[config.mk]
export PLATFORM = sky130hd
export DESIGN_NAME = osd_window
export DESIGN_NICKNAME = d
export VERILOG_FILES = /design/src/logic/osd_cmd_pkg.sv /design/src/logic/osd_geom_pkg.sv /design/src/logic/osd_window.sv
export SDC_FILE = /design/constraint.sdc
export NUM_CORES = 1
export LEC_CHECK = 0
export ABC_CLOCK_PERIOD_IN_PS = 2200
export BUFFER_PORTS_ARGS = -buffer_cell sky130_fd_sc_hd__buf_4
export CAP_MARGIN = 25
export CORE_ASPECT_RATIO = 1.75
export CORE_MARGIN = 3
export CORE_UTILIZATION = 30
export CTS_BUF_LIST = sky130_fd_sc_hd__clkbuf_4
export DETAILED_ROUTE_END_ITERATION = 8
export PLACE_DENSITY = 0.55
export SYNTH_ARGS = -nofsm -noshare
export SYNTH_HDL_FRONTEND = slang
export SYNTH_SLANG_ARGS = --single-unit
[constraint.sdc]
create_clock -name pclk -period 2.2 [get_ports pclk]
set_input_delay 0.22 -clock pclk [delete_from_list [all_inputs] [get_ports pclk]]
set_output_delay 0.22 -clock pclk [all_outputs]
set_load 0.01 [all_outputs]
[src/logic/osd_cmd_pkg.sv]
package osd_cmd_pkg;

	// serial frame layout
	localparam int byte_w    = 8;
	localparam int bit_cnt_w = 3;
	// opcode lives in the top five bits of the command byte
	localparam int op_w      = 5;
	// low command bits select one 256 byte block
	localparam int blk_w     = 3;

	// overlay memory is 2 KiB
	localparam int buf_addr_w = 11;

	// opcode field of the command byte
	typedef enum logic [op_w-1:0] {
		cmd_write  = 5'b00100,
		// lowest opcode bit is a don't care here, command bit 0 is on/off
		cmd_enable = 5'b01000
	} osd_cmd_e;

	// receiver position within a frame
	typedef enum logic {
		rx_cmd,
		rx_data
	} rx_state_e;

endpackage

[src/logic/osd_geom_pkg.sv]
package osd_geom_pkg;

	// ******************************
	// video side widths
	// ******************************

	// bits per colour channel on the video bus
	localparam int chan_w = 6;

	// pixel counter, wide enough for any line length seen
	localparam int h_cnt_w = 10;
	// line counter within a frame
	localparam int v_cnt_w = 11;

	// ******************************
	// overlay window geometry
	// ******************************

	localparam int osd_width  = 256;
	localparam int osd_height = 128;

	// shift of the window away from the centre of the active area
	localparam int osd_x_offset = 0;
	localparam int osd_y_offset = 0;

	// tint bits, red green blue from msb
	localparam logic [2:0] osd_color = 3'b101;

endpackage

[src/logic/osd_window.sv]
`timescale 1ns/1ps

module osd_window
	import osd_geom_pkg::*;
	import osd_cmd_pkg::*;
(
	input  logic                  pclk,
	input  logic                  ss,
	input  logic [h_cnt_w-1:0]    h_cnt,
	input  logic [h_cnt_w-1:0]    h_disp_len,
	input  logic                  h_pol,
	input  logic                  hs_s,
	input  logic [v_cnt_w-1:0]    v_cnt,
	input  logic [v_cnt_w-1:0]    v_disp_len,
	input  logic                  v_pol,
	input  logic                  vs_s,
	output logic [buf_addr_w-1:0] rd_addr,
	output logic [2:0]            row_bit,
	output logic                  osd_de
);

	localparam int col_w = $clog2(osd_width);
	localparam int row_w = $clog2(osd_height);

	logic [h_cnt_w-1:0] h_start;
	logic [h_cnt_w-1:0] h_end;
	logic [v_cnt_w-1:0] v_start;
	logic [v_cnt_w-1:0] v_end;
	logic               h_disp;
	logic               v_disp;
	logic               h_active;
	logic               v_active;
	logic               h_act_d;
	logic               v_act_d;
	logic [col_w-1:0]   col_nxt;
	logic [row_w-1:0]   row;

	// ******************************
	// window placement
	// ******************************

	// centre of the display phase, minus half the window
	assign h_start = h_cnt_w'((h_disp_len >> 1) + osd_x_offset - osd_width / 2);
	assign h_end   = h_start + h_cnt_w'(osd_width - 1);
	assign v_start = v_cnt_w'((v_disp_len >> 1) + osd_y_offset - osd_height / 2);
	assign v_end   = v_start + v_cnt_w'(osd_height - 1);

	// line level differs from the sync polarity outside the pulse
	assign h_disp = hs_s != h_pol;
	assign v_disp = vs_s != v_pol;

	// next flag values, flags hold through the sync phase
	always_comb begin
		h_act_d = h_active;
		v_act_d = v_active;
		if (h_disp) begin
			// h_cnt runs every cycle here, so set one pixel early
			if (h_cnt + 1'b1 == h_start) begin
				h_act_d = 1'b1;
			end
			if (h_cnt == h_end) begin
				h_act_d = 1'b0;
			end
		end
		if (v_disp) begin
			// rows change only at the hsync edge, outside the window
			if (v_cnt == v_start) begin
				v_act_d = 1'b1;
			end
			if (v_cnt == v_end + 1'b1) begin
				v_act_d = 1'b0;
			end
		end
	end

	always_ff @(posedge pclk or posedge ss) begin
		if (ss) begin
			h_active <= 1'b0;
			v_active <= 1'b0;
			osd_de   <= 1'b0;
		end else begin
			h_active <= h_act_d;
			v_active <= v_act_d;
			osd_de   <= h_act_d && v_act_d;
		end
	end

	// ******************************
	// buffer addressing
	// ******************************

	// fetch one column ahead to cover the read latency
	assign col_nxt = col_w'(h_cnt - h_start + 1'b1);
	assign row     = row_w'(v_cnt - v_start);

	// each byte covers 16 lines, its block picks the upper row bits
	assign rd_addr = {row[row_w-1 -: blk_w], col_nxt};
	// one bit per line pair
	assign row_bit = row[3:1];

endmodule

# Word level (Yosys, flattened, before mapping)
# Index checks and enable logic that the tools add are counted.
# totals
ram_bits,0
out_inout_bits,15
n_memories,0
romBits,0
regBits,3
latchBits,0
# classes
bitwise_logic,0
mux,6
order_cmp,0
n_addsub,9
div_mod_pow,0
n_reduce_logical,1
multipliers,0
shifts,0
n_eq_ne,6
# op_table
op,n
$eq A11 B11 Y1,2
$eq A10 B10 Y1,2
$add A11 B1 Y11 const B,1
$add A11 B7 Y11 const B,1
$sub A10 B7 Y11 const B,1
$add A10 B1 Y10 const B,1
$add A10 B8 Y10 const B,1
$sub A9 B8 Y10 const B,1
$add A8 B1 Y8 const B,1
$sub A8 B8 Y8,1
$sub A7 B7 Y7,1
$mux W1,6
$ne A1 B1 Y1,2
$logic_and A1 B1 Y1,1

# Depth between registers and ports, before layout
# logic_depth
depth_word,7
ltp_mapped,12

# Worst setup path before layout
# Ideal clock, no wire load.
# synth_path
kind,input port to output port
startpoint,input port h_disp_len[3]
endpoint,output port rd_addr[7]
required_ns,1.980
cell_stages,11
path_buffers,1
arrival_ns,1.974
path_slack_ns,0.006
cell_sequence,buf_4 inv_1 ha_1 inv_1 fa_1 nor2b_1 o21ai_0 a21boi_1 o21a_1 nor2_1 xnor2_1
# synth_via
elab_chain_cells,3
# synth_lines
item,line_no,text
start: declaration,osd_window.sv:10,"input logic [h_cnt_w-1:0] h_disp_len,"
$sub A9 B8 Y10,osd_window.sv:43,assign h_start = h_cnt_w'((h_disp_len >> 1) + osd_x_offset - osd_width / 2);
$sub A8 B8 Y8,osd_window.sv:93,assign col_nxt = col_w'(h_cnt - h_start + 1'b1);
$add A8 B1 Y8,osd_window.sv:93,
end: declaration,osd_window.sv:17,"output logic [buf_addr_w-1:0] rd_addr,"
# Every way passes these cells.

# Worst setup path in the final report
# layout_path
startpoint,input port h_disp_len[2]
endpoint,output port rd_addr[7]
# The elaborated chain is that of the path after synthesis.

==> results.yml <==
synth:
  syn_avg_cell_area_um2: 7.654
  synthTopCellsByArea: "ha_1 21%, xnor2_1 15%, inv_1 7.9%"
  netlist_area_um2: 1561
  synth_top_cell_by_area: "ha_1"
  syn_nets: 280
  ys_seq_area_share_pct: 4.808
  synth_cells: 204
  ys_ff_latch: 3
  netlist-cell-type-count: 45
  ys.warnings.count: 0
  synth_top_cell_area_share_pct: 20.83
critical_path:
  end_kind: "output pin"
  critPathMaxStageDelay_ns: 0.33
  path_common_cell: "ha_4"
  critPathMaxFanout: 2
  cp.arrival_ns: 1.94
  cpMaxStageDelayCell: "fa_2"
  cp_num_buf_inv: 4
  path_class: "in2out"
  path_cells: "buf_8 -> ha_4 -> inv_4 -> ha_4 -> inv_2 -> fa_2 -> nor2b_1 -> o21ai_1 -> a21boi_1 -> o21a_1 -> nor2_1 -> xnor2_1 -> buf_4"
  critPathRequiredTime_ns: 1.98
  startpoint_type: "input pin"
  crit_family: "adder cells"
floorplanning:
  initial_utilization_pct: 31.11
  core_um2: 5020
  dieArea_um2: 6141
  die_h_um: 101.4
  num_io_pins: 63
  die_x_um: 60.54
  rows: 34
cts:
  clk_latency_ns: 0.24
  cts_tree: "done"
  numCtsBuffers: 3
  cts-root-buf: "clkbuf_4"
  clockBufferDepth: 2
  clkSinkCount: 3
  h-tree-depth: 1
  path_clk_slew_ns: 0.04
worst_hold_path:
  holdCritPathClass: "in2reg"
outcome:
  outcome: "complete, no violations"
timing:
  fin_skew_ns: 0.003961
  setup_tns_ns: 0
  layout_min_cycle_time_ns: 2.155
  setup_viol: 0
  hold_viol_final: 0
  rsz0062_at_grt: "true"
  max-slew-margin-rel_pct: 73.96
  slew_violations: 0
  period_share_pct: 97.96
  fmax_mhz: 464.0
  tightest_slew_ns: 0.3856
placed_design:
  placedCellCount: 333
  io_buffers: 60
  dp_hpwl_mm: 3.713
  gp_congestion: 0.8012
pwr:
  power_leakage_nw: 1.127
  ir_drop_mv: 0.1700
  pwr-share-comb_pct: 77.5
  power_frac_seq_pct: 7.7
  pwr-share-clk_pct: 14.8
  power.density_nw_per_um2: 330.8
  p_total_w: 0.0007648
  switching_power_w: 0.0003086
  internal-power_w: 0.0004562
  p_sw_share_pct: 40.35
grt:
  grt_pass1_wl_mm: 6.900
  grt_max_degree: 10
  grt_antenna_before_repair: 0
  grt_usage_pct: 14.40
  overflow: 0
  first_global_vias: 1660
cells_and_area:
  antenna_cells: 0
  post-route-util_pct: 46.06
  final_cell_mix: "78 x buf_4, 28 x inv_1, 27 x xnor2_1, 22 x ha_1"
  finalNonFillerCells: 339
  fin_nets: 362
  drive_above_1_share_pct: 36.14
  final_common_cell: "buf_4"
  area_growth_pct: 48.08
drt:
  drt_iter0_drc: 54
  via_per_inst: 4.997
  wl_per_cell_um: 12.58
  ant_nets: 0
  drc: 0
  drt-total-wl_mm: 4.264
  vias: 1694
  dr.pass1.iters: 4
job:
  cap_violations: 0
-- tightest hold or removal path: stages --
cell     delay [ns]
buf_4          0.09
xnor2_1        0.12
o31a_1         0.14
-- area by class of cell --
cell class                      instances  area [um2]
Clock buffer                            4       30.03
Tap cell                               54       67.56
Sequential cell                         3       75.07
Inverter                               33       128.9
Fill cell                             536        2708
Timing Repair Buffer                   81       621.8
Multi-Input combinational cell        164        1389
-- Yosys cell counts --
| master | instances |
|---|---|
| a211oi_1 | 1 |
| a21boi_1 | 1 |
| a21o_1 | 5 |
| a21oi_1 | 9 |
| a221oi_1 | 1 |
| a31o_1 | 1 |
| a31oi_1 | 1 |
| a41o_1 | 1 |
| a41oi_1 | 2 |
| and3_1 | 1 |
| buf_4 | 3 |
| buf_6 | 1 |
| dfrtp_1 | 3 |
| fa_1 | 2 |
| ha_1 | 26 |
| inv_1 | 33 |
| mux2i_1 | 1 |
| nand2_1 | 7 |
| nand2b_1 | 4 |
| nand3_1 | 8 |
| nand4_1 | 3 |
| nor2_1 | 11 |
| nor2_2 | 1 |
| nor2b_1 | 2 |
| nor3_1 | 7 |
| nor3b_1 | 2 |
| nor3b_2 | 2 |
| nor4_1 | 2 |
| nor4_4 | 2 |
| o2111ai_1 | 1 |
| o211a_1 | 1 |
| o211ai_1 | 3 |
| o21a_1 | 1 |
| o21ai_0 | 6 |
| o21ai_1 | 2 |
| o21bai_1 | 1 |
| o22ai_1 | 2 |
| o2bb2ai_2 | 1 |
| o31a_1 | 1 |
| o31ai_1 | 1 |
| or2_1 | 1 |
| or4_1 | 1 |
| or4_4 | 1 |
| xnor2_1 | 27 |
| xor2_1 | 11 |
-- per-stage QoR --
stage          hold slack (ns)  area [um2]  setup WS (ns)
2_1_floorplan         -0.02636        1562       0.005973
3_5_place_dp            0.1007        2188        -0.1846
6_report                0.3785        2312        0.04485
4_1_cts                 0.3848        2283       -0.03971
3_3_place_gp           0.09795        2188        -0.1733
5_1_grt                 0.4150        2312        -0.1577
-- power by group through the flow --
| stage | Clock [W] | Sequential, W | Combinational [W] |
|---|---|---|---|
| 2_1_floorplan | 0 | 0.0000594 | 0.000317 |
| 3_3_place_gp | 0 | 0.0000598 | 0.000567 |
| 3_5_place_dp | 0 | 0.0000596 | 0.000571 |
| 4_1_cts | 0.000122 | 0.0000592 | 0.000592 |
| 5_1_grt | 0.000130 | 0.0000593 | 0.000664 |
| 6_report | 0.000113 | 0.0000592 | 0.000592 |
-- routing by layer --
metal	track usage [%]	routed length [um]
met1	13.18	1406
met2	30.67	2539
met3	2.679	266
met5	0	0
met4	2.504	51
-- kinds of logic after synthesis --
group                    after synthesis  share of synthesized area [%]
AND/OR/NAND/NOR                       55                          21.23
AO/OA/AOI/OAI                         42                          18.51
XOR/XNOR                              38                          21.31
buffers and inverters                 37                          10.10
adder cells (fa/ha/maj)               28                          23.40
flip-flops                             3                          4.808
multiplexers                           1                         0.6411
-- state kept, by name, indices dropped and copies added, names as in the netlist --
signal / cells
osd_de: 1
h_active: 1
v_active: 1
-- repair_timing --
action	4_1_cts	5_1_grt
endpoints found under the hold margin	3	0
buffers inserted	1	0
hold buffers	1	0
endpoints found under the setup margin	2	3
pin swaps	10	5
gates resized for setup	15	5
-- final timing paths --
kind | depth (start not counted) | slack, ns | start | endpoint
worst min register to register | 2 | 0.53 | h_active$_DFF_PP0_ | h_active$_DFF_PP0_
min in group asynchronous | 3 | 0.42 | ss | h_active$_DFF_PP0_
worst min-delay path | 3 | 0.38 | v_cnt[10] | v_active$_DFF_PP0_
worst max register to register | 3 | 1.28 | v_active$_DFF_PP0_ | osd_de$_DFF_PP0_
worst max-delay path | 13 | 0.04 | h_disp_len[2] | rd_addr[7]
max in group asynchronous | 3 | 1.65 | ss | v_active$_DFF_PP0_
Power figures use the tool's default switching activity.
