File: src/logic/osd_cmd_pkg.sv
package osd_cmd_pkg;

	// serial frame layout
	localparam int byte_w    = 8;
	localparam int bit_cnt_w = 3;
	// opcode lives in the top five bits of the command byte
	localparam int op_w      = 5;
	// low command bits select one 256 byte block
	localparam int blk_w     = 3;

	// overlay memory is 2 KiB
	localparam int buf_addr_w = 11;

	// opcode field of the command byte
	typedef enum logic [op_w-1:0] {
		cmd_write  = 5'b00100,
		// lowest opcode bit is a don't care here, command bit 0 is on/off
		cmd_enable = 5'b01000
	} osd_cmd_e;

	// receiver position within a frame
	typedef enum logic {
		rx_cmd,
		rx_data
	} rx_state_e;

endpackage

File: src/logic/osd_spi_rx.sv
`timescale 1ns/1ps

module osd_spi_rx
	import osd_cmd_pkg::*;
(
	input  logic                  pclk,
	input  logic                  ss,
	input  logic                  sck,
	input  logic                  sdi,
	input  logic                  cs,
	output logic                  wr_en,
	output logic [buf_addr_w-1:0] wr_addr,
	output logic [byte_w-1:0]     wr_data,
	output logic                  osd_enable
);

	// two stage synchronisers, serial lines are async to pclk
	logic [1:0] sck_sync;
	logic [1:0] sdi_sync;
	logic [1:0] cs_sync;
	// previous synchronised sck for edge detection
	logic       sck_d;
	logic       sck_rise;

	logic [bit_cnt_w-1:0]  bit_cnt;
	logic [byte_w-1:0]     shift_q;
	logic [byte_w-1:0]     rx_byte;
	logic                  byte_done;
	rx_state_e             state;
	// set when the current frame carries a write command
	logic                  wr_frame;
	logic [buf_addr_w-1:0] addr_cnt;

	// ******************************
	// line synchronisation
	// ******************************

	always_ff @(posedge pclk or posedge ss) begin
		if (ss) begin
			sck_sync <= 2'b00;
			sdi_sync <= 2'b00;
			// cs idles high, no frame in progress
			cs_sync  <= 2'b11;
			sck_d    <= 1'b0;
		end else begin
			sck_sync <= {sck_sync[0], sck};
			sdi_sync <= {sdi_sync[0], sdi};
			cs_sync  <= {cs_sync[0], cs};
			sck_d    <= sck_sync[1];
		end
	end

	assign sck_rise = sck_sync[1] & ~sck_d;

	// byte as it stands once the current bit is shifted in, msb first
	assign rx_byte = {shift_q[byte_w-2:0], sdi_sync[1]};

	// eighth bit of a byte while cs is still low
	assign byte_done = sck_rise && !cs_sync[1] && (bit_cnt == bit_cnt_w'(byte_w - 1));

	// ******************************
	// byte assembly
	// ******************************

	always_ff @(posedge pclk) begin
		if (sck_rise) begin
			shift_q <= rx_byte;
		end
		// payload goes out with the write strobe
		if (byte_done && state == rx_data) begin
			wr_data <= rx_byte;
		end
	end

	// command decode and buffer address
	always_ff @(posedge pclk or posedge ss) begin
		if (ss) begin
			bit_cnt    <= '0;
			state      <= rx_cmd;
			wr_frame   <= 1'b0;
			addr_cnt   <= '0;
			wr_addr    <= '0;
			wr_en      <= 1'b0;
			osd_enable <= 1'b0;
		end else begin
			// strobe lasts one cycle
			wr_en <= 1'b0;
			if (cs_sync[1]) begin
				// frame end or abort, partial byte is dropped
				bit_cnt <= '0;
				state   <= rx_cmd;
			end else if (sck_rise) begin
				// wraps to 0 after the eighth bit
				bit_cnt <= bit_cnt + 1'b1;
				if (byte_done) begin
					case (state)
						rx_cmd: begin
							wr_frame <= (rx_byte[byte_w-1 -: op_w] == cmd_write);
							// block base, low byte of the address starts at 0
							addr_cnt <= {rx_byte[blk_w-1:0], {(buf_addr_w - blk_w){1'b0}}};
							if ({rx_byte[byte_w-1 -: op_w-1], 1'b0} == cmd_enable) begin
								osd_enable <= rx_byte[0];
							end
							state <= rx_data;
						end
						rx_data: begin
							// payload of any other command is ignored
							if (wr_frame) begin
								wr_en    <= 1'b1;
								wr_addr  <= addr_cnt;
								addr_cnt <= addr_cnt + 1'b1;
							end
						end
						default: begin
							state <= rx_cmd;
						end
					endcase
				end
			end
		end
	end

endmodule

File: config.mk
export PLATFORM = sky130hd
export DESIGN_NAME = osd_spi_rx
export DESIGN_NICKNAME = d
export VERILOG_FILES = /design/src/logic/osd_cmd_pkg.sv /design/src/logic/osd_spi_rx.sv
export SDC_FILE = /design/constraint.sdc
export NUM_CORES = 1
export LEC_CHECK = 0
export CORE_ASPECT_RATIO = 1.5
export CORE_MARGIN = 8
export CORE_UTILIZATION = 50
export CTS_BUF_LIST = sky130_fd_sc_hd__clkbuf_8
export DETAILED_ROUTE_END_ITERATION = 12
export DONT_BUFFER_PORTS = 1
export PLACE_DENSITY_LB_ADDON = 0.2
export SLEW_MARGIN = 10
export SYNTH_ARGS = -nofsm -noshare
export SYNTH_HDL_FRONTEND = slang
export SYNTH_SLANG_ARGS = --single-unit
File: constraint.sdc
create_clock -name pclk -period 2.3 [get_ports pclk]
set_clock_uncertainty 0.2 [all_clocks]
set_input_delay 0.23 -clock pclk [delete_from_list [all_inputs] [get_ports pclk]]
set_output_delay 0.23 -clock pclk [all_outputs]
set_load 0.01 [all_outputs]
# [Word level (Yosys, flattened, before mapping)]
# Index checks and enable logic that the tools add are counted.
[word_totals] ff_bits=51 in_bits=5
[op_classes] add_sub_neg=2 eq_ne=4 n_mux=12 n_bitwise=4 reduce_logical=11
[ops] cell="$pmux 11 s2" count=1
[ops] cell="$add 11x1->11 const B" count=1
[ops] cell="$mux 11" count=1
[ops] cell="$reduce_and 5->1" count=2
[ops] cell="$mux 1" count=8
[ops] cell="$reduce_and 4->1" count=2
[ops] cell="$mux 3" count=2
[ops] cell="$eq 5x3->1 const B" count=1
[ops] cell="$eq 4x3->1 const B" count=1
[ops] cell="$reduce_bool 2->1" count=2
[ops] cell="$add 3x1->3 const B" count=1
[ops] cell="$eq 3x3->1 const B" count=1
[ops] cell="$logic_and 1x1->1" count=3
[ops] cell="$not 1->1" count=3
[ops] cell="$ne 2x1->1 const B" count=1
[ops] cell="$reduce_and 2->1" count=1
[ops] cell="$and 1x1->1" count=1
[ops] cell="$logic_not 1->1" count=1

# [Depth between registers and ports, before layout]
[depth] word_depth=7 mapped_depth=7

# [Worst setup path after synthesis]
# No wires, ideal clock.
[synth_path] path_kind="register to register" startpoint="register bit_cnt[0]" endpoint="register osd_enable" required_ps=1975 path_stages_with_launch=8 setup_ps=125 path_buffers=1 period_less_slack_ps=1882 t_arrival_ps=1557 slack_ps=418 cell_sequence="dfrtp_1 -> ha_1 -> ha_1 -> nand4bb_1 -> clkbuf_1 -> nor2_1 -> nand4b_1 -> mux2_2"
[synth_between] elab_chain_len=3
[synth_rtl] item="from (decl)" line_no="osd_spi_rx.sv:25" text="logic [bit_cnt_w-1:0] bit_cnt;"
[synth_rtl] item="from (signal assigned)" line_no="osd_spi_rx.sv:94" text="bit_cnt <= bit_cnt + 1'b1;"
[synth_rtl] item="$eq 3x3->1" line_no="osd_spi_rx.sv:59" text="assign byte_done = sck_rise && !cs_sync[1] && (bit_cnt == bit_cnt_w'(byte_w - 1));"
[synth_rtl] item="$logic_and 1x1->1" line_no="osd_spi_rx.sv:59"
[synth_rtl] item="$reduce_and 5->1 (no source line)"
[synth_rtl] item="to (signal assigned)" line_no="osd_spi_rx.sv:102" text="osd_enable <= rx_byte[0];"
[synth_rtl] item="to (decl)" line_no="osd_spi_rx.sv:14" text="output logic osd_enable"
# Every way passes these cells.
# A chain may end at the register's enable or synchronous reset.

# [Worst setup path after layout]
[layout_path] startpoint="register bit_cnt[0]" endpoint="register wr_addr[10]"
[layout_between] elab_chain_len=3
[layout_rtl] item="$eq 3x3->1" line_no="osd_spi_rx.sv:59"
[layout_rtl] item="$logic_and 1x1->1" line_no="osd_spi_rx.sv:59"
[layout_rtl] item="$reduce_and 5->1 (no source line)"
[layout_rtl] item="to (signal assigned)" line_no="osd_spi_rx.sv:110" text="wr_addr <= addr_cnt;"
[layout_rtl] item="to (decl)" line_no="osd_spi_rx.sv:12" text="output logic [buf_addr_w-1:0] wr_addr,"
# Every way passes these cells.

==> metrics.txt <==
# TYPE chip_impl_metric gauge
chip_impl_metric{name="timing.slew.headroom",unit=""} 0.6517
chip_impl_info{name="rsz0062_at_grt",value="false"} 1
chip_impl_metric{name="floorplan.die_area",unit="sq um"} 6279
chip_impl_metric{name="net-switching-power",unit="uW"} 297.9
chip_impl_metric{name="grt_pass1_wl",unit="um"} 5582
chip_impl_info{name="synth_flop_cell",value="dfrtp_1"} 1
chip_impl_metric{name="crit_buf_inv",unit=""} 0
chip_impl_metric{name="synth_top_area_frac",unit=""} 0.4290
chip_impl_metric{name="synth.avg_cell_area",unit="sq um"} 13.97
chip_impl_metric{name="dpl_worst_slack",unit="ns"} 0.2814
chip_impl_metric{name="worst_setup_hold_path_clk_slew",unit="ns"} 0.08
chip_impl_metric{name="final_antenna_net_count",unit=""} 0
chip_impl_info{name="worst_setup_path_end_kind",value="flop"} 1
chip_impl_metric{name="synth_cells",unit=""} 142
chip_impl_metric{name="grt_max_degree",unit=""} 33
chip_impl_metric{name="via_count",unit=""} 1122
chip_impl_metric{name="leakage",unit="nW"} 0.9539
chip_impl_metric{name="drt_first_pass_iters",unit=""} 4
chip_impl_metric{name="design.core.area",unit="sq um"} 3889
chip_impl_metric{name="post_drt_wl_per_cell",unit="um"} 16.53
chip_impl_metric{name="setup_viol",unit=""} 0
chip_impl_metric{name="die_height",unit="um"} 93.13
chip_impl_metric{name="finalHoldViolCount",unit=""} 0
chip_impl_metric{name="comb_power_share",unit=""} 0.020
chip_impl_metric{name="cp.depth",unit=""} 5
chip_impl_metric{name="post-route-period-util",unit=""} 0.8755
chip_impl_metric{name="synth_sequential_area_ratio",unit=""} 0.6826
chip_impl_metric{name="clk_latency_worst_skew_pair",unit="ns"} 0.30
chip_impl_metric{name="max_clock_freq",unit="GHz"} 0.4966
chip_impl_metric{name="ff2ff_path_depth",unit=""} 5
chip_impl_metric{name="critical_path.max_fanout",unit=""} 22
chip_impl_metric{name="timing.reg2reg.setup_slack",unit="ns"} 0.29
chip_impl_metric{name="synthDistinctLibCells",unit=""} 30
chip_impl_metric{name="drt-initial-drc-count",unit=""} 29
chip_impl_metric{name="synth.cell_area",unit="sq um"} 1983
chip_impl_metric{name="internal-power",unit="mW"} 1.276
chip_impl_info{name="status",value="completed"} 1
chip_impl_metric{name="synth.ff_latch_count",unit=""} 51
chip_impl_info{name="yosysMostFrequentCell",value="dfrtp_1"} 1
chip_impl_metric{name="cts-root-to-sink-buffers",unit=""} 2
chip_impl_metric{name="place.port_buffers",unit=""} 0
chip_impl_metric{name="io_pins",unit=""} 26
chip_impl_metric{name="finalWorstPathRequiredPeriod",unit="ns"} 2.014
chip_impl_info{name="crit-reg2reg-launch",value="bit_cnt[0]"} 1
chip_impl_metric{name="dpl.hpwl",unit="um"} 2366
chip_impl_metric{name="timing_max_transition_violations_final",unit=""} 0
chip_impl_metric{name="overflow",unit=""} 0
chip_impl_metric{name="seq_power_share",unit=""} 0.608
chip_impl_metric{name="htreeDepth",unit=""} 2
chip_impl_info{name="crit_type",value="reg -> reg"} 1
chip_impl_info{name="timing.hold.worst.class",value="in -> async"} 1
chip_impl_metric{name="share_clk_of_total_power",unit=""} 0.372
chip_impl_info{name="yosys.area.top_type",value="dfrtp_1"} 1
chip_impl_metric{name="totalPowerFinal",unit="mW"} 1.574
chip_impl_info{name="worst_setup_path_start_kind",value="flop"} 1
chip_impl_metric{name="drt-vias-per-instance",unit=""} 5.695
chip_impl_info{name="cp_slowest_cell",value="dfrtp_1"} 1
chip_impl_metric{name="timing.critical_path.slowest_cell_delay",unit="ns"} 0.38
chip_impl_metric{name="worst_ep_arrival_time",unit="ns"} 2.00
chip_impl_metric{name="vdd_drop_max",unit="uV"} 614.6
chip_impl_metric{name="finalWeightedCongestion",unit=""} 0.7889
chip_impl_info{name="yosys-top-cells-area",value="dfrtp_1, edfxtp_1, mux2_2"} 1
chip_impl_metric{name="overall_global_routing_usage",unit=""} 0.1172
chip_impl_metric{name="power.density",unit="nW/um^2"} 724.9
chip_impl_metric{name="detail_route.drc_violations",unit=""} 0
chip_impl_info{name="worstReg2RegEnd",value="wr_addr[10]"} 1
chip_impl_info{name="clock-root-buffer",value="clkbuf_8"} 1
chip_impl_metric{name="final.setup.worst_slack",unit="ns"} 0.2864
chip_impl_info{name="clock_tree_from_tritoncts",value="yes"} 1
chip_impl_metric{name="synth_nets",unit=""} 150
chip_impl_metric{name="fin_nets",unit=""} 159
chip_impl_metric{name="tightestPinTransition",unit="ns"} 0.5170
chip_impl_metric{name="syn_to_final_growth",unit="%"} 9.464
chip_impl_metric{name="final_layout_size_suffix_gt1_frac",unit=""} 0.1645
chip_impl_metric{name="die_x",unit="um"} 67.42
chip_impl_metric{name="yosysWarnings",unit=""} 0
chip_impl_metric{name="maxCapViolCount",unit=""} 0
chip_impl_metric{name="sinks_on_clock_net",unit=""} 51
chip_impl_metric{name="clock_buffers_created_by_tritoncts",unit=""} 5
chip_impl_metric{name="number_of_diodes_added_for_antenna_fixing",unit=""} 0
chip_impl_info{name="synth.cells.most_frequent",value="dfrtp_1, edfxtp_1, mux2_2, nand2_1"} 1
chip_impl_info{name="cp_top_family",value="simple AND/OR/NAND/NOR gates"} 1
chip_impl_info{name="cp_cell_sequence",value="ha_1 -> ha_1 -> and4bb_4 -> and3_4 -> mux2_2"} 1
chip_impl_metric{name="grt_pass1_vias",unit=""} 1169
chip_impl_metric{name="netSwitchingFraction",unit=""} 0.1893
chip_impl_metric{name="crit_required",unit="ns"} 2.28
chip_impl_metric{name="postRouteWirelength",unit="um"} 3256
chip_impl_info{name="cpMostUsedCell",value="ha_1"} 1
chip_impl_metric{name="floorplan.initialDensity",unit=""} 0.5100
chip_impl_metric{name="synth_enable_flop_cells",unit=""} 15
chip_impl_metric{name="setup_total_negative_slack",unit="ns"} 0
chip_impl_metric{name="async_flop_share",unit=""} 0.7059
chip_impl_metric{name="std_cell_rows",unit=""} 28
chip_impl_metric{name="grt_antenna_before_repair",unit=""} 0
stage by stage:
stage	cells	util	hold slack [ns]	area (sq um)
2_1_floorplan	142	-	0.03448	1983
3_3_place_gp	185	0.5206	-0.1844	2024
3_5_place_dp	185	0.5206	-0.1808	2024
4_1_cts	197	0.5582	0.06243	2171
5_1_grt	197	0.5582	0.08153	2171
6_report	197	0.5582	0.05743	2171
final cells by class:
class,count,area (sq um)
Fill cell,305,1718
Tap cell,45,56.30
Inverter,4,15.01
Timing Repair Buffer,7,62.56
Sequential cell,51,1354
Clock buffer,5,68.82
Clock inverter,3,37.54
Multi-Input combinational cell,82,576.8
registers in the layout, indices dropped and copies added (netlist names), 2 cells and up:
register / cells
sdi_sync: 2
cs_sync: 2
wr_data: 8
sck_sync: 2
bit_cnt: 3
shift_q: 7
wr_addr: 11
addr_cnt: 11
how the worst max path moves through the flow:
stage | start | endpoint | slack, ns
floorplan | bit_cnt[0] | osd_enable | 0.42
global placement | bit_cnt[0] | wr_addr[2] | 0.33
detailed placement | bit_cnt[0] | wr_addr[3] | 0.28
CTS | bit_cnt[0] | wr_addr[3] | 0.27
global route | bit_cnt[0] | wr_addr[9] | 0.17
finish | bit_cnt[0] | wr_addr[10] | 0.29
cell families (layout without fill, tap and decap cells):
family / Yosys count / count (layout) / share of synthesized area
mux: 12 / 12 / 0.06814
flops: 51 / 51 / 0.6827
simple gates: 40 / 40 / 0.1123
buf+inv: 9 / 19 / 0.02650
fa+ha+maj: 3 / 3 / 0.01893
compound gates: 24 / 24 / 0.07823
xor+xnor: 3 / 3 / 0.01325
cells in the final DEF (no fill, tap or decap), types with 3 or more instances in the layout:
cell / Yosys / layout
and3_1: 3 / 3
a31oi_1: 4 / 4
dlygate4sd3_1: 0 / 4
o21ai_0: 3 / 3
nand4_1: 3 / 3
inv_1: 4 / 6
nand3_1: 7 / 7
o22ai_1: 3 / 3
xnor2_1: 3 / 3
buf_4: 1 / 3
a21oi_1: 7 / 7
edfxtp_1: 15 / 15
a2bb2oi_1: 3 / 3
ha_1: 3 / 3
a22o_1: 3 / 3
nand2_1: 12 / 12
dfrtp_1: 34 / 34
mux2_2: 12 / 12
nor2_1: 6 / 6
clkbuf_8: 0 / 5
power groups by stage:
stage / combinational, mW / clock [mW] / sequential (mW)
2_1_floorplan: 0.0203 / 0 / 0.972
3_3_place_gp: 0.0260 / 0 / 0.975
3_5_place_dp: 0.0272 / 0 / 0.976
4_1_cts: 0.0327 / 0.595 / 0.958
5_1_grt: 0.0365 / 0.632 / 0.960
6_report: 0.0313 / 0.585 / 0.957
worst reg2reg max path, cell delays in order, from the launching register on:
cell and delay (ns):
dfrtp_1 0.38, ha_1 0.15, ha_1 0.16, and4bb_4 0.28, and3_4 0.36, mux2_2 0.38
per-layer routing:
layer / global-route usage / vias up / routed length [um] / share of wire
met5: 0 / - / 0 / 0
met4: 0.05954 / 0 / 70 / 0.021
met3: 0.03713 / 5 / 108 / 0.033
met2: 0.1986 / 19 / 1768 / 0.54
met1: 0.1257 / 562 / 1309 / 0.40
li1: - / 536 / - / -
repair_timing:
item | in CTS | in global routing
hold buffers | 4 | 0
setup endpoints to repair | 0 | 0
setup buffers | 0 | 0
endpoints found under the hold margin | 38 | 0
resized for setup | 0 | 0
Power figures use the tool's default switching activity.
