### src/logic/sync_analyzer.sv
`timescale 1ns/1ps

module sync_analyzer #(
	parameter int cnt_w = 10
) (
	input  logic             pclk,
	input  logic             ss,
	input  logic             sync_in,
	input  logic             count_en,
	output logic             sync_s,
	output logic             lead_edge,
	output logic [cnt_w-1:0] cnt,
	output logic             pol,
	output logic [cnt_w-1:0] disp_len
);

	logic [1:0]       sync_q;
	// one more stage to see the change
	logic             sync_d;
	logic             trail_edge;
	// last measured phase lengths
	logic [cnt_w-1:0] high_len;
	logic [cnt_w-1:0] low_len;

	// ******************************
	// synchroniser and edges
	// ******************************

	always_ff @(posedge pclk or posedge ss) begin
		if (ss) begin
			sync_q <= 2'b00;
			sync_d <= 1'b0;
		end else begin
			sync_q <= {sync_q[0], sync_in};
			sync_d <= sync_q[1];
		end
	end

	assign sync_s     = sync_q[1];
	assign lead_edge  = sync_q[1] & ~sync_d;
	assign trail_edge = ~sync_q[1] & sync_d;

	// ******************************
	// phase measurement
	// ******************************

	always_ff @(posedge pclk or posedge ss) begin
		if (ss) begin
			cnt      <= '0;
			high_len <= '0;
			low_len  <= '0;
		end else if (lead_edge) begin
			// low phase just ended
			cnt     <= '0;
			low_len <= cnt;
		end else if (trail_edge) begin
			// high phase just ended
			cnt      <= '0;
			high_len <= cnt;
		end else if (count_en) begin
			cnt <= cnt + 1'b1;
		end
	end

	// short high phase means the pulse is high, active high sync
	assign pol = high_len < low_len;

	// display phase is the longer one
	assign disp_len = pol ? low_len : high_len;

endmodule

### config.mk
export PLATFORM = sky130hd
export DESIGN_NAME = sync_analyzer
export DESIGN_NICKNAME = d
export VERILOG_FILES = /design/src/logic/sync_analyzer.sv
export SDC_FILE = /design/constraint.sdc
export NUM_CORES = 1
export LEC_CHECK = 0
export ABC_AREA = 1
export BUFFER_PORTS_ARGS = -buffer_cell sky130_fd_sc_hd__buf_2
export CAP_MARGIN = 30
export CORE_MARGIN = 1
export CORE_UTILIZATION = 56
export CTS_CLUSTER_SIZE = 16
export DETAILED_ROUTE_END_ITERATION = 8
export PLACE_DENSITY = 0.88
export SYNTH_ARGS = -nofsm -noshare
export SYNTH_HDL_FRONTEND = slang
export SYNTH_SLANG_ARGS = --single-unit
### constraint.sdc
create_clock -name pclk -period 4.2 [get_ports pclk]
set_clock_uncertainty 0.15 [all_clocks]
set_input_delay 0.84 -clock pclk [delete_from_list [all_inputs] [get_ports pclk]]
set_output_delay 0.84 -clock pclk [all_outputs]
set_load 0.03 [all_outputs]
## After elaboration in Yosys (flattened, before gate mapping)

Cells that the tools add are included.

| storage, ports and cells | value |
|---|---|
| flip-flop bits (word level) | 33 |
| input port bits | 4 |
| output and inout bits | 23 |
| logic and storage cells | 18 |

| cells by class | value |
|---|---|
| $lt $le $gt $ge | 1 |
| bitwise operators | 5 |
| add/sub/neg operators | 1 |
| reductions and logical operators | 2 |
| mux-type cells | 4 |

Operators by type and width:

| cell | number |
|---|---|
| $mux W10 | 4 |
| $add A10 B1 Y10 const B | 1 |
| $lt A10 B10 Y1 | 1 |
| $not A1 Y1 | 3 |
| $reduce_bool A3 Y1 | 1 |
| $and A1 B1 Y1 | 2 |
| $reduce_and A2 Y1 | 1 |

## Logic depth before layout (Yosys ltp)

Gate-level depths: netlist of the first run.

| depth | value |
|---|---|
| depth after elaboration | 4 |
| gate-level depth with buffers | 11 |

## Worst setup path after synthesis of the first run

OpenSTA, ideal clock, no wires.

| timing path | value |
|---|---|
| kind | reg2out |
| from | reg high_len[9] |
| to | out disp_len[0] |
| data arrival time | 1.461 ns |
| buffers on the path | 1 |
| data required time | 3.210 ns |
| setup slack | 1.749 ns |
| stages on the path, launching flop included | 7 |
| cell sequence | dfrtp_1 > ha_1 > a21o_1 > nor2_2 > buf_4 > nand4_1 > nand2_1 |

| between the ends | value |
|---|---|
| longest elaborated chain between the ends | 2 |

RTL lines:

| item | line | RTL |
|---|---|---|
| start: declaration | 22 | `logic [cnt_w-1:0] high_len;` |
| start signal: assignment | 59 | `high_len <= cnt;` |
| $lt A10 B10 Y1 | 66 | `assign pol = high_len < low_len;` |
| $mux W10 | 69 | `assign disp_len = pol ? low_len : high_len;` |
| end: declaration | 14 | `output logic [cnt_w-1:0] disp_len` |

Every way passes these cells.

## Worst setup path in the final report of the first run

| timing path | value |
|---|---|
| from | reg low_len[9] |
| to | out disp_len[6] |

| between the ends | value |
|---|---|
| longest elaborated chain between the ends | 2 |

RTL lines:

| item | line | RTL |
|---|---|---|
| start: declaration | 23 | `logic [cnt_w-1:0] low_len;` |
| start signal: assignment | 55 | `low_len <= cnt;` |
| $lt A10 B10 Y1 | 66 |  |
| $mux W10 | 69 |  |

Every way passes these cells.

==> results of run 1 <==
-- power breakdown --
group,switching (W),internal [W]
Combinational,0.0000903,0.0000300
Sequential,0.00000951,0.000328
Clock,0.000104,0.0000969
-- layout by cell type (no fill, tap or decap), types with 4 or more instances in the layout --
cell      instances
nand3_1           4
o21ai_0          23
inv_1            31
buf_2            26
ha_1             10
dfrtp_1          33
a21oi_1           7
clkbuf_4          5
nor3_1            4
nand2_1          63
nor2_1            9
nand4_1          14
-- logic make-up after synthesis --
family | Yosys count | share of synthesized area [%]
xor+xnor | 1 | 0.488
buf+inv | 41 | 9.55
compound gates | 32 | 9.06
fa+ha+maj | 10 | 6.97
simple gates | 105 | 27.9
flops | 33 | 46.0
-- sequential cells by signal, indices dropped and copies added, names as in the netlist --
register and flops:
cnt 10, high_len 10, low_len 10, sync_q 2
sync_d 1
-- area by class of cell --
class / instances / area (um^2)
Clock buffer: 7 / 65.1
Clock inverter: 1 / 5.00
Fill cell: 293 / 1040
Inverter: 33 / 124
Multi-Input combinational cell: 148 / 798
Sequential cell: 33 / 826
Tap cell: 44 / 55.1
Timing Repair Buffer: 27 / 138
-- metrics by stage --
stage / area (um^2) / hold slack [ns] / utilization, % / power, W
6_report: 2010 / 0.213 / 65.9 / 0.000659
3_5_place_dp: 1940 / 0.193 / 63.6 / 0.000464
2_1_floorplan: 1800 / 0.181 / - / 0.000446
4_1_cts: 2010 / 0.216 / 65.9 / 0.000666
5_1_grt: 2010 / 0.228 / 65.9 / 0.000695
3_3_place_gp: 1940 / 0.181 / 63.6 / 0.000462
-- worst max-delay path, stage by stage (launching register included) --
cell     delay (ns)
dfrtp_1        0.39
inv_1          0.06
ha_1           0.30
nand2_1        0.08
nor2_1         0.15
nand3_1        0.31
nand3_2        0.30
nand2_1        0.09
nand2_1        0.06
buf_2          0.19
-- routing by layer --
| metal | part of all wire (%) | GRT usage (%) |
|---|---|---|
| met2 | 46 | 38.4 |
| met1 | 49 | 31.4 |
| met3 | 3.6 | 5.27 |
| met4 | 1.7 | 7.82 |
| met5 | 0 | 0 |
-- final timing paths --
kind	from	depth (start not counted)	end
worst max register to register	cnt[0]	6	cnt[6]
worst max-delay path	low_len[9]	9	disp_len[6]
worst min-delay path	sync_q[0]	0	sync_q[1]
worst min register to register	sync_q[0]	0	sync_q[1]
max in group asynchronous	ss	3	sync_d
min in group asynchronous	ss	3	high_len[0]
==> results.md, run 1 <==
* Min Tclk post-route at ~3.2 ns
* Yosys reg bits at 33
* First DRT Iteration DRCs at 107
* CP Capture Type: primary output
* Initial antenna violation count at 0
* Die X at 58.6 um
* Vias/cell at 5.09
* CTS tree: yes
* Post-CTS Setup Repair Bufs at 0
* Final period utilization at around 77%
* Startpoint Class: flip-flop
* Number of global-route vias before repair at around 1,400
* Slew Limit Headroom at between 70% and 80%
* CTS Buf Count at 5
* VDD IR-drop max at 0.225 mV
* Root Buffer: clkbuf_4
* Worst-path fanout max at 11
* Placed Instances at 285
* Post-DP HPWL at 2560 um
* Unrepaired setup endpoints after global routing: false
* ANT cells at 0
* Largest net degree at the start of global routing at 34
* Clk_lat worst skew at ~0.33 ns
* PostCTS Resize Cnt at 0
* DRC Markers at 0
* Top cell type's share of synthesized area at 46.0%
* EDFF count, synth at 0
* # clock sinks at 33
* Crit Path Class: reg2out
* Area growth syn-to-layout at 12.0%
* H-tree Lvls at 2
* Routed Antenna Nets at 0
* WL/cell at 11.8 um
* Synth area leader: dfrtp_1
* Nets at 262
* Top cells by count, synth: nand2_1 (63), dfrtp_1 (33), inv_1 (31)
* Tot GR Track Use at 23.5%
* Final setup viols at 0
* Cts hold-fix bufs at 0
* Leakage at 1.06 nW
* Most frequent cell after synthesis: nand2_1
* Final Hold Vio Count at 0
* Share of cells above drive strength 1 at between 10% and 20%
* Clock transition at the registers of the reported paths at 0.09 ns
* RD Place Congestion at about 0.86
* First-pass GRT wire length at between 6000 and 7000 um
* I/O pin total at 27
* Core ar. at 0.00305 mm^2
* Setup ws final at 0.954 ns
* Ranking of synthesized cells by area: dfrtp_1 (46%), nand2_1 (13%), ha_1 (7.0%)
* Syn avg cell area at 8.09 um^2
* Syn Inst Count at 222
* Die H at 58.6 um
* Max-Cap Viols at 0
* DP Worst Slack at about 1.3 ns
* Run status: finished clean
* Row count at 20
* Port Buf Inserts at 26
* Setup_tns at 0 ns
* Synthesized area at 0.00180 mm^2
* Least-Margin Pin Slew at 0.397 ns
* Non-Filler Instances at 293
* Vias post-DR at 1,491
* Ys async rst share at 100%
* Clock Path Buffers at 2
* Crit path DAT at 2.26 ns
* Pins Over Slew Limit at 0
* CP Data Required Time at around 3.2 ns
* Drt total wl at 3450 um
* Global route total overflow at 0
* R2R Setup Slk at 2.79 ns
* Netlist cell types at 27
* TritonRoute pass-1 iters at 4
* Starting Density at 58.8%
* Synth Flop Type: dfrtp_1
* Ys Warns at 0
* Post-synthesis sequential area ratio at 46.0%
* HP Class: reg2reg
* Total die area at 0.00344 mm^2
* Fmax at 308 MHz
* Pwr/cell area at 328 mW/mm^2
* Synthesized net count at between 200 and 250
(Power assumes the default switching activity.)
==> inputs of run 2 (changes only) <==
--- a/config.mk
+++ b/config.mk
@@ -5,14 +5,14 @@
 export SDC_FILE = /design/constraint.sdc
 export NUM_CORES = 1
 export LEC_CHECK = 0
-export ABC_AREA = 1
+export ABC_AREA = 0
 export BUFFER_PORTS_ARGS = -buffer_cell sky130_fd_sc_hd__buf_2
 export CAP_MARGIN = 30
 export CORE_MARGIN = 1
-export CORE_UTILIZATION = 56
+export CORE_UTILIZATION = 50
 export CTS_CLUSTER_SIZE = 16
 export DETAILED_ROUTE_END_ITERATION = 8
-export PLACE_DENSITY = 0.88
+export PLACE_DENSITY = 0.84
 export SYNTH_ARGS = -nofsm -noshare
 export SYNTH_HDL_FRONTEND = slang
 export SYNTH_SLANG_ARGS = --single-unit
==> constraint.sdc (replaced) <==
create_clock -name pclk -period 2.9 [get_ports pclk]
set_clock_uncertainty 0.15 [all_clocks]
set_input_delay 0.58 -clock pclk [delete_from_list [all_inputs] [get_ports pclk]]
set_output_delay 0.58 -clock pclk [all_outputs]
set_load 0.03 [all_outputs]
==> results.md, run 2 <==
* Leakage at 1.13 nW (+7.0%)
* Netlist cell types at 25 (-7.4%)
* Pins Over Slew Limit at 0 (unchanged)
* Port Buf Inserts at 26 (unchanged)
* I/O pin total at 27 (unchanged)
* Clock Path Buffers at 2 (unchanged)
* Ys Warns at 0 (unchanged)
* Global route total overflow at 0 (unchanged)
* Final period utilization at 109%
* Slowest stage delay, CP at 0.41 ns (+0.02 ns)
* Pwr/cell area at 590 mW/mm^2 (+80%)
* H-tree Lvls at 2 (unchanged)
* Row count at 20 (unchanged)
* Most frequent cells in the layout: dfrtp_1 (33), mux2_2 (20), buf_2 (20), buf_4 (16), nor2_1 (13)
* Clock transition at the registers of the reported paths at 0.11 ns (+0.02 ns)
* Area growth syn-to-layout at 31.4%
* RD Place Congestion at 0.794 (-7.7%)
* VDD IR-drop max at 0.290 mV (+29%)
* Tot GR Track Use at 21.7% (-1.8 points)
* ANT cells at 0 (unchanged)
* Commonest non-fill, non-tap cell in the layout: dfrtp_1
* Total die area at 0.00360 mm^2 (+4.6%)
* Final Instance Area at 0.00221 mm^2 (+9.8%)
* CTS tree: yes
* First DRT Iteration DRCs at 39 (-64%)
* Vias/cell at 5.43 (+6.8%)
* DRC Markers at 0 (unchanged)
* Clk_lat worst skew at 0.34 ns (about the same)
* Vias post-DR at 1,239 (-17%)
* Worst Path Buf+Inv at 3 (+1)
* Top cells by count, synth: dfrtp_1 (33), mux2_2 (21), nor2_1 (13)
* CP dominant cell by count: buf_6
* Worst-path fanout max at 5 (-6)
* Top Registers: cnt x10, high_len x10, low_len x10
* Initial antenna violation count at 0 (unchanged)
* Syn Inst Count at 136 (-39%)
* Final Core Density at 70.6% (+4.7 points)
* CP Data Required Time at 2.17 ns (-1.04 ns)
* Starting Density at 53.7% (-5.1 points)
* Largest net degree at the start of global routing at 34 (unchanged)
* Yosys reg bits at 33 (unchanged)
* CP delay by family, top: buffers and inverters
* CP Capture Type: primary output
* Crit path DAT at 2.43 ns (+0.17 ns)
* Failing checks: setup timing
* Synth area leader: dfrtp_1
* Total area of sequential cells at 826 um^2 (unchanged)
* Cell Area, Placed at 0.00187 mm^2 (-3.7%)
* First-pass GRT wire length at 5430 um (-11%)
* Synth Flop Type: dfrtp_1
* Nets at 197 (-25%)
* Least-Margin Pin Slew at 0.530 ns (+0.133 ns)
* Final Hold Vio Count at 0 (unchanged)
* Root Buffer: clkbuf_4
* Top cell type's share of synthesized area at 49.1% (+3.2 points)
* Critical-path cell list: ha_1, a41oi_2, nor3_2, nor4_2, buf_4, buf_6, mux2_4, buf_6
* Core ar. at 0.00313 mm^2 (+2.5%)
* Max-Cap Viols at 0 (unchanged)
* Crit path max-delay cell type: dfrtp_1
* Number of global-route vias before repair at 1,155 (-16%)
* Synthesized area at 0.00168 mm^2 (-6.4%)
* Post-DP HPWL at 2380 um (-7.3%)
* Most frequent cell after synthesis: dfrtp_1
* Unrepaired setup endpoints after global routing: true
* Drt total wl at 4200 um (+22%)
* Slew Limit Headroom at 64.7% (-8.9 points)
* Die H at 60.0 um (+2.3%)
* Ys async rst share at 100% (unchanged)
* Fmax at 317 MHz
* CTS Buf Count at 5 (unchanged)
* TritonRoute pass-1 iters at 4 (unchanged)
* Routed Antenna Nets at 0 (unchanged)
* Share of cells above drive strength 1 at 52.2% (+34 points)
* Startpoint Class: flip-flop
* Die X at 60.0 um (+2.3%)
* Post-synthesis sequential area ratio at 49.1% (+3.2 points)
* Ranking of synthesized cells by area: dfrtp_1 (49%), mux2_2 (14%), mux2_4 (8.0%)
* Run status: complete, but fails checks
* Min Tclk post-route at 3.16 ns
* Fillers at 190 (-35%)
* # clock sinks at 33 (unchanged)
* Multi-input logic area at 862 um^2 (+8.0%)
* Synthesized net count at 150 (-36%)
* HP Class: in2async
* Crit Path Class: reg2out
* Syn avg cell area at 12.4 um^2 (+53%)
* Final setup viols at 10 (+10)
* WL/cell at 18.4 um (+57%)
* EDFF count, synth at 0 (unchanged)
* Setup ws final at -0.257 ns (-1.21 ns)
-- run 2: kinds of logic after synthesis --
| family | synth area share, % |
|---|---|
| buffers and inverters | 4.02 |
| XOR/XNOR | 4.69 |
| flip-flops | 49.1 |
| adder cells (fa/ha/maj) | 7.45 |
| AO/OA/AOI/OAI | 2.75 |
| multiplexers | 22.7 |
| AND/OR/NAND/NOR | 9.23 |
-- run 2: routing by layer --
layer / part of all wire, % / global-route usage (%) / vias up
li1: - / - / 565
met1: 41 / 24.0 / 619
met2: 52 / 38.1 / 40
met3: 3.9 / 5.41 / 15
met4: 3.6 / 11.3 / 0
met5: 0 / 0 / -
-- run 2: final cells by class --
| cell class | instances | share of cell area, % |
|---|---|---|
| multi-input cells | 87 | 39.0 |
| flip-flops and latches | 33 | 37.4 |
| repair buffers | 45 | 14.6 |
| clock inverters | 3 | 2.95 |
| well taps | 44 | 2.49 |
| inverters | 11 | 1.87 |
| clock buffers | 5 | 1.70 |
-- run 2: worst paths after layout --
kind | from | to | slack (ns) | depth (start not counted)
setup / recovery | high_len[5] | disp_len[5] | -0.26 | 8
hold / removal | ss | high_len[5] | 0.15 | 3
setup reg to reg | sync_q[1] | cnt[3] | 1.25 | 3
hold reg to reg | sync_q[0] | sync_q[1] | 0.21 | 0
max in group asynchronous | ss | cnt[0] | 2.15 | 3
min in group pclk | sync_in | sync_q[0] | 0.19 | 1
-- run 2: metrics by stage --
stage	setup WS (ns)	hold slack, ns	total power [W]	TNS [ns]	instances
CTS	-0.216	0.164	0.00128	-1.86	218
global route	-0.351	0.169	0.00135	-3.32	228
global placement	0.185	0.182	0.000785	0	205
finish	-0.257	0.154	0.00130	-2.26	228
detailed placement	0.0708	0.186	0.000796	0	205
floorplan	0.302	0.181	0.000731	0	136
-- run 2: power by group --
group          total (W)  switching, W  leakage, nW  internal [W]
clock           0.000431      0.000164       0.0552      0.000267
combinational   0.000365      0.000188        0.627      0.000177
sequential      0.000507     0.0000265        0.449      0.000480
-- run 2: worst reg2reg max path: stages, from the launching register on --
cell      delay [ns]
dfrtp_1         0.40
nand2b_1        0.46
nand2_1         0.36
nor2_1          0.21
-- run 2: repair_timing --
item	4_1_cts	5_1_grt
gates resized for setup	21	9
pin swaps	3	3
endpoints found under the setup margin	11	11
hold buffers	0	0
buffers inserted	4	10
gates cloned	1	0
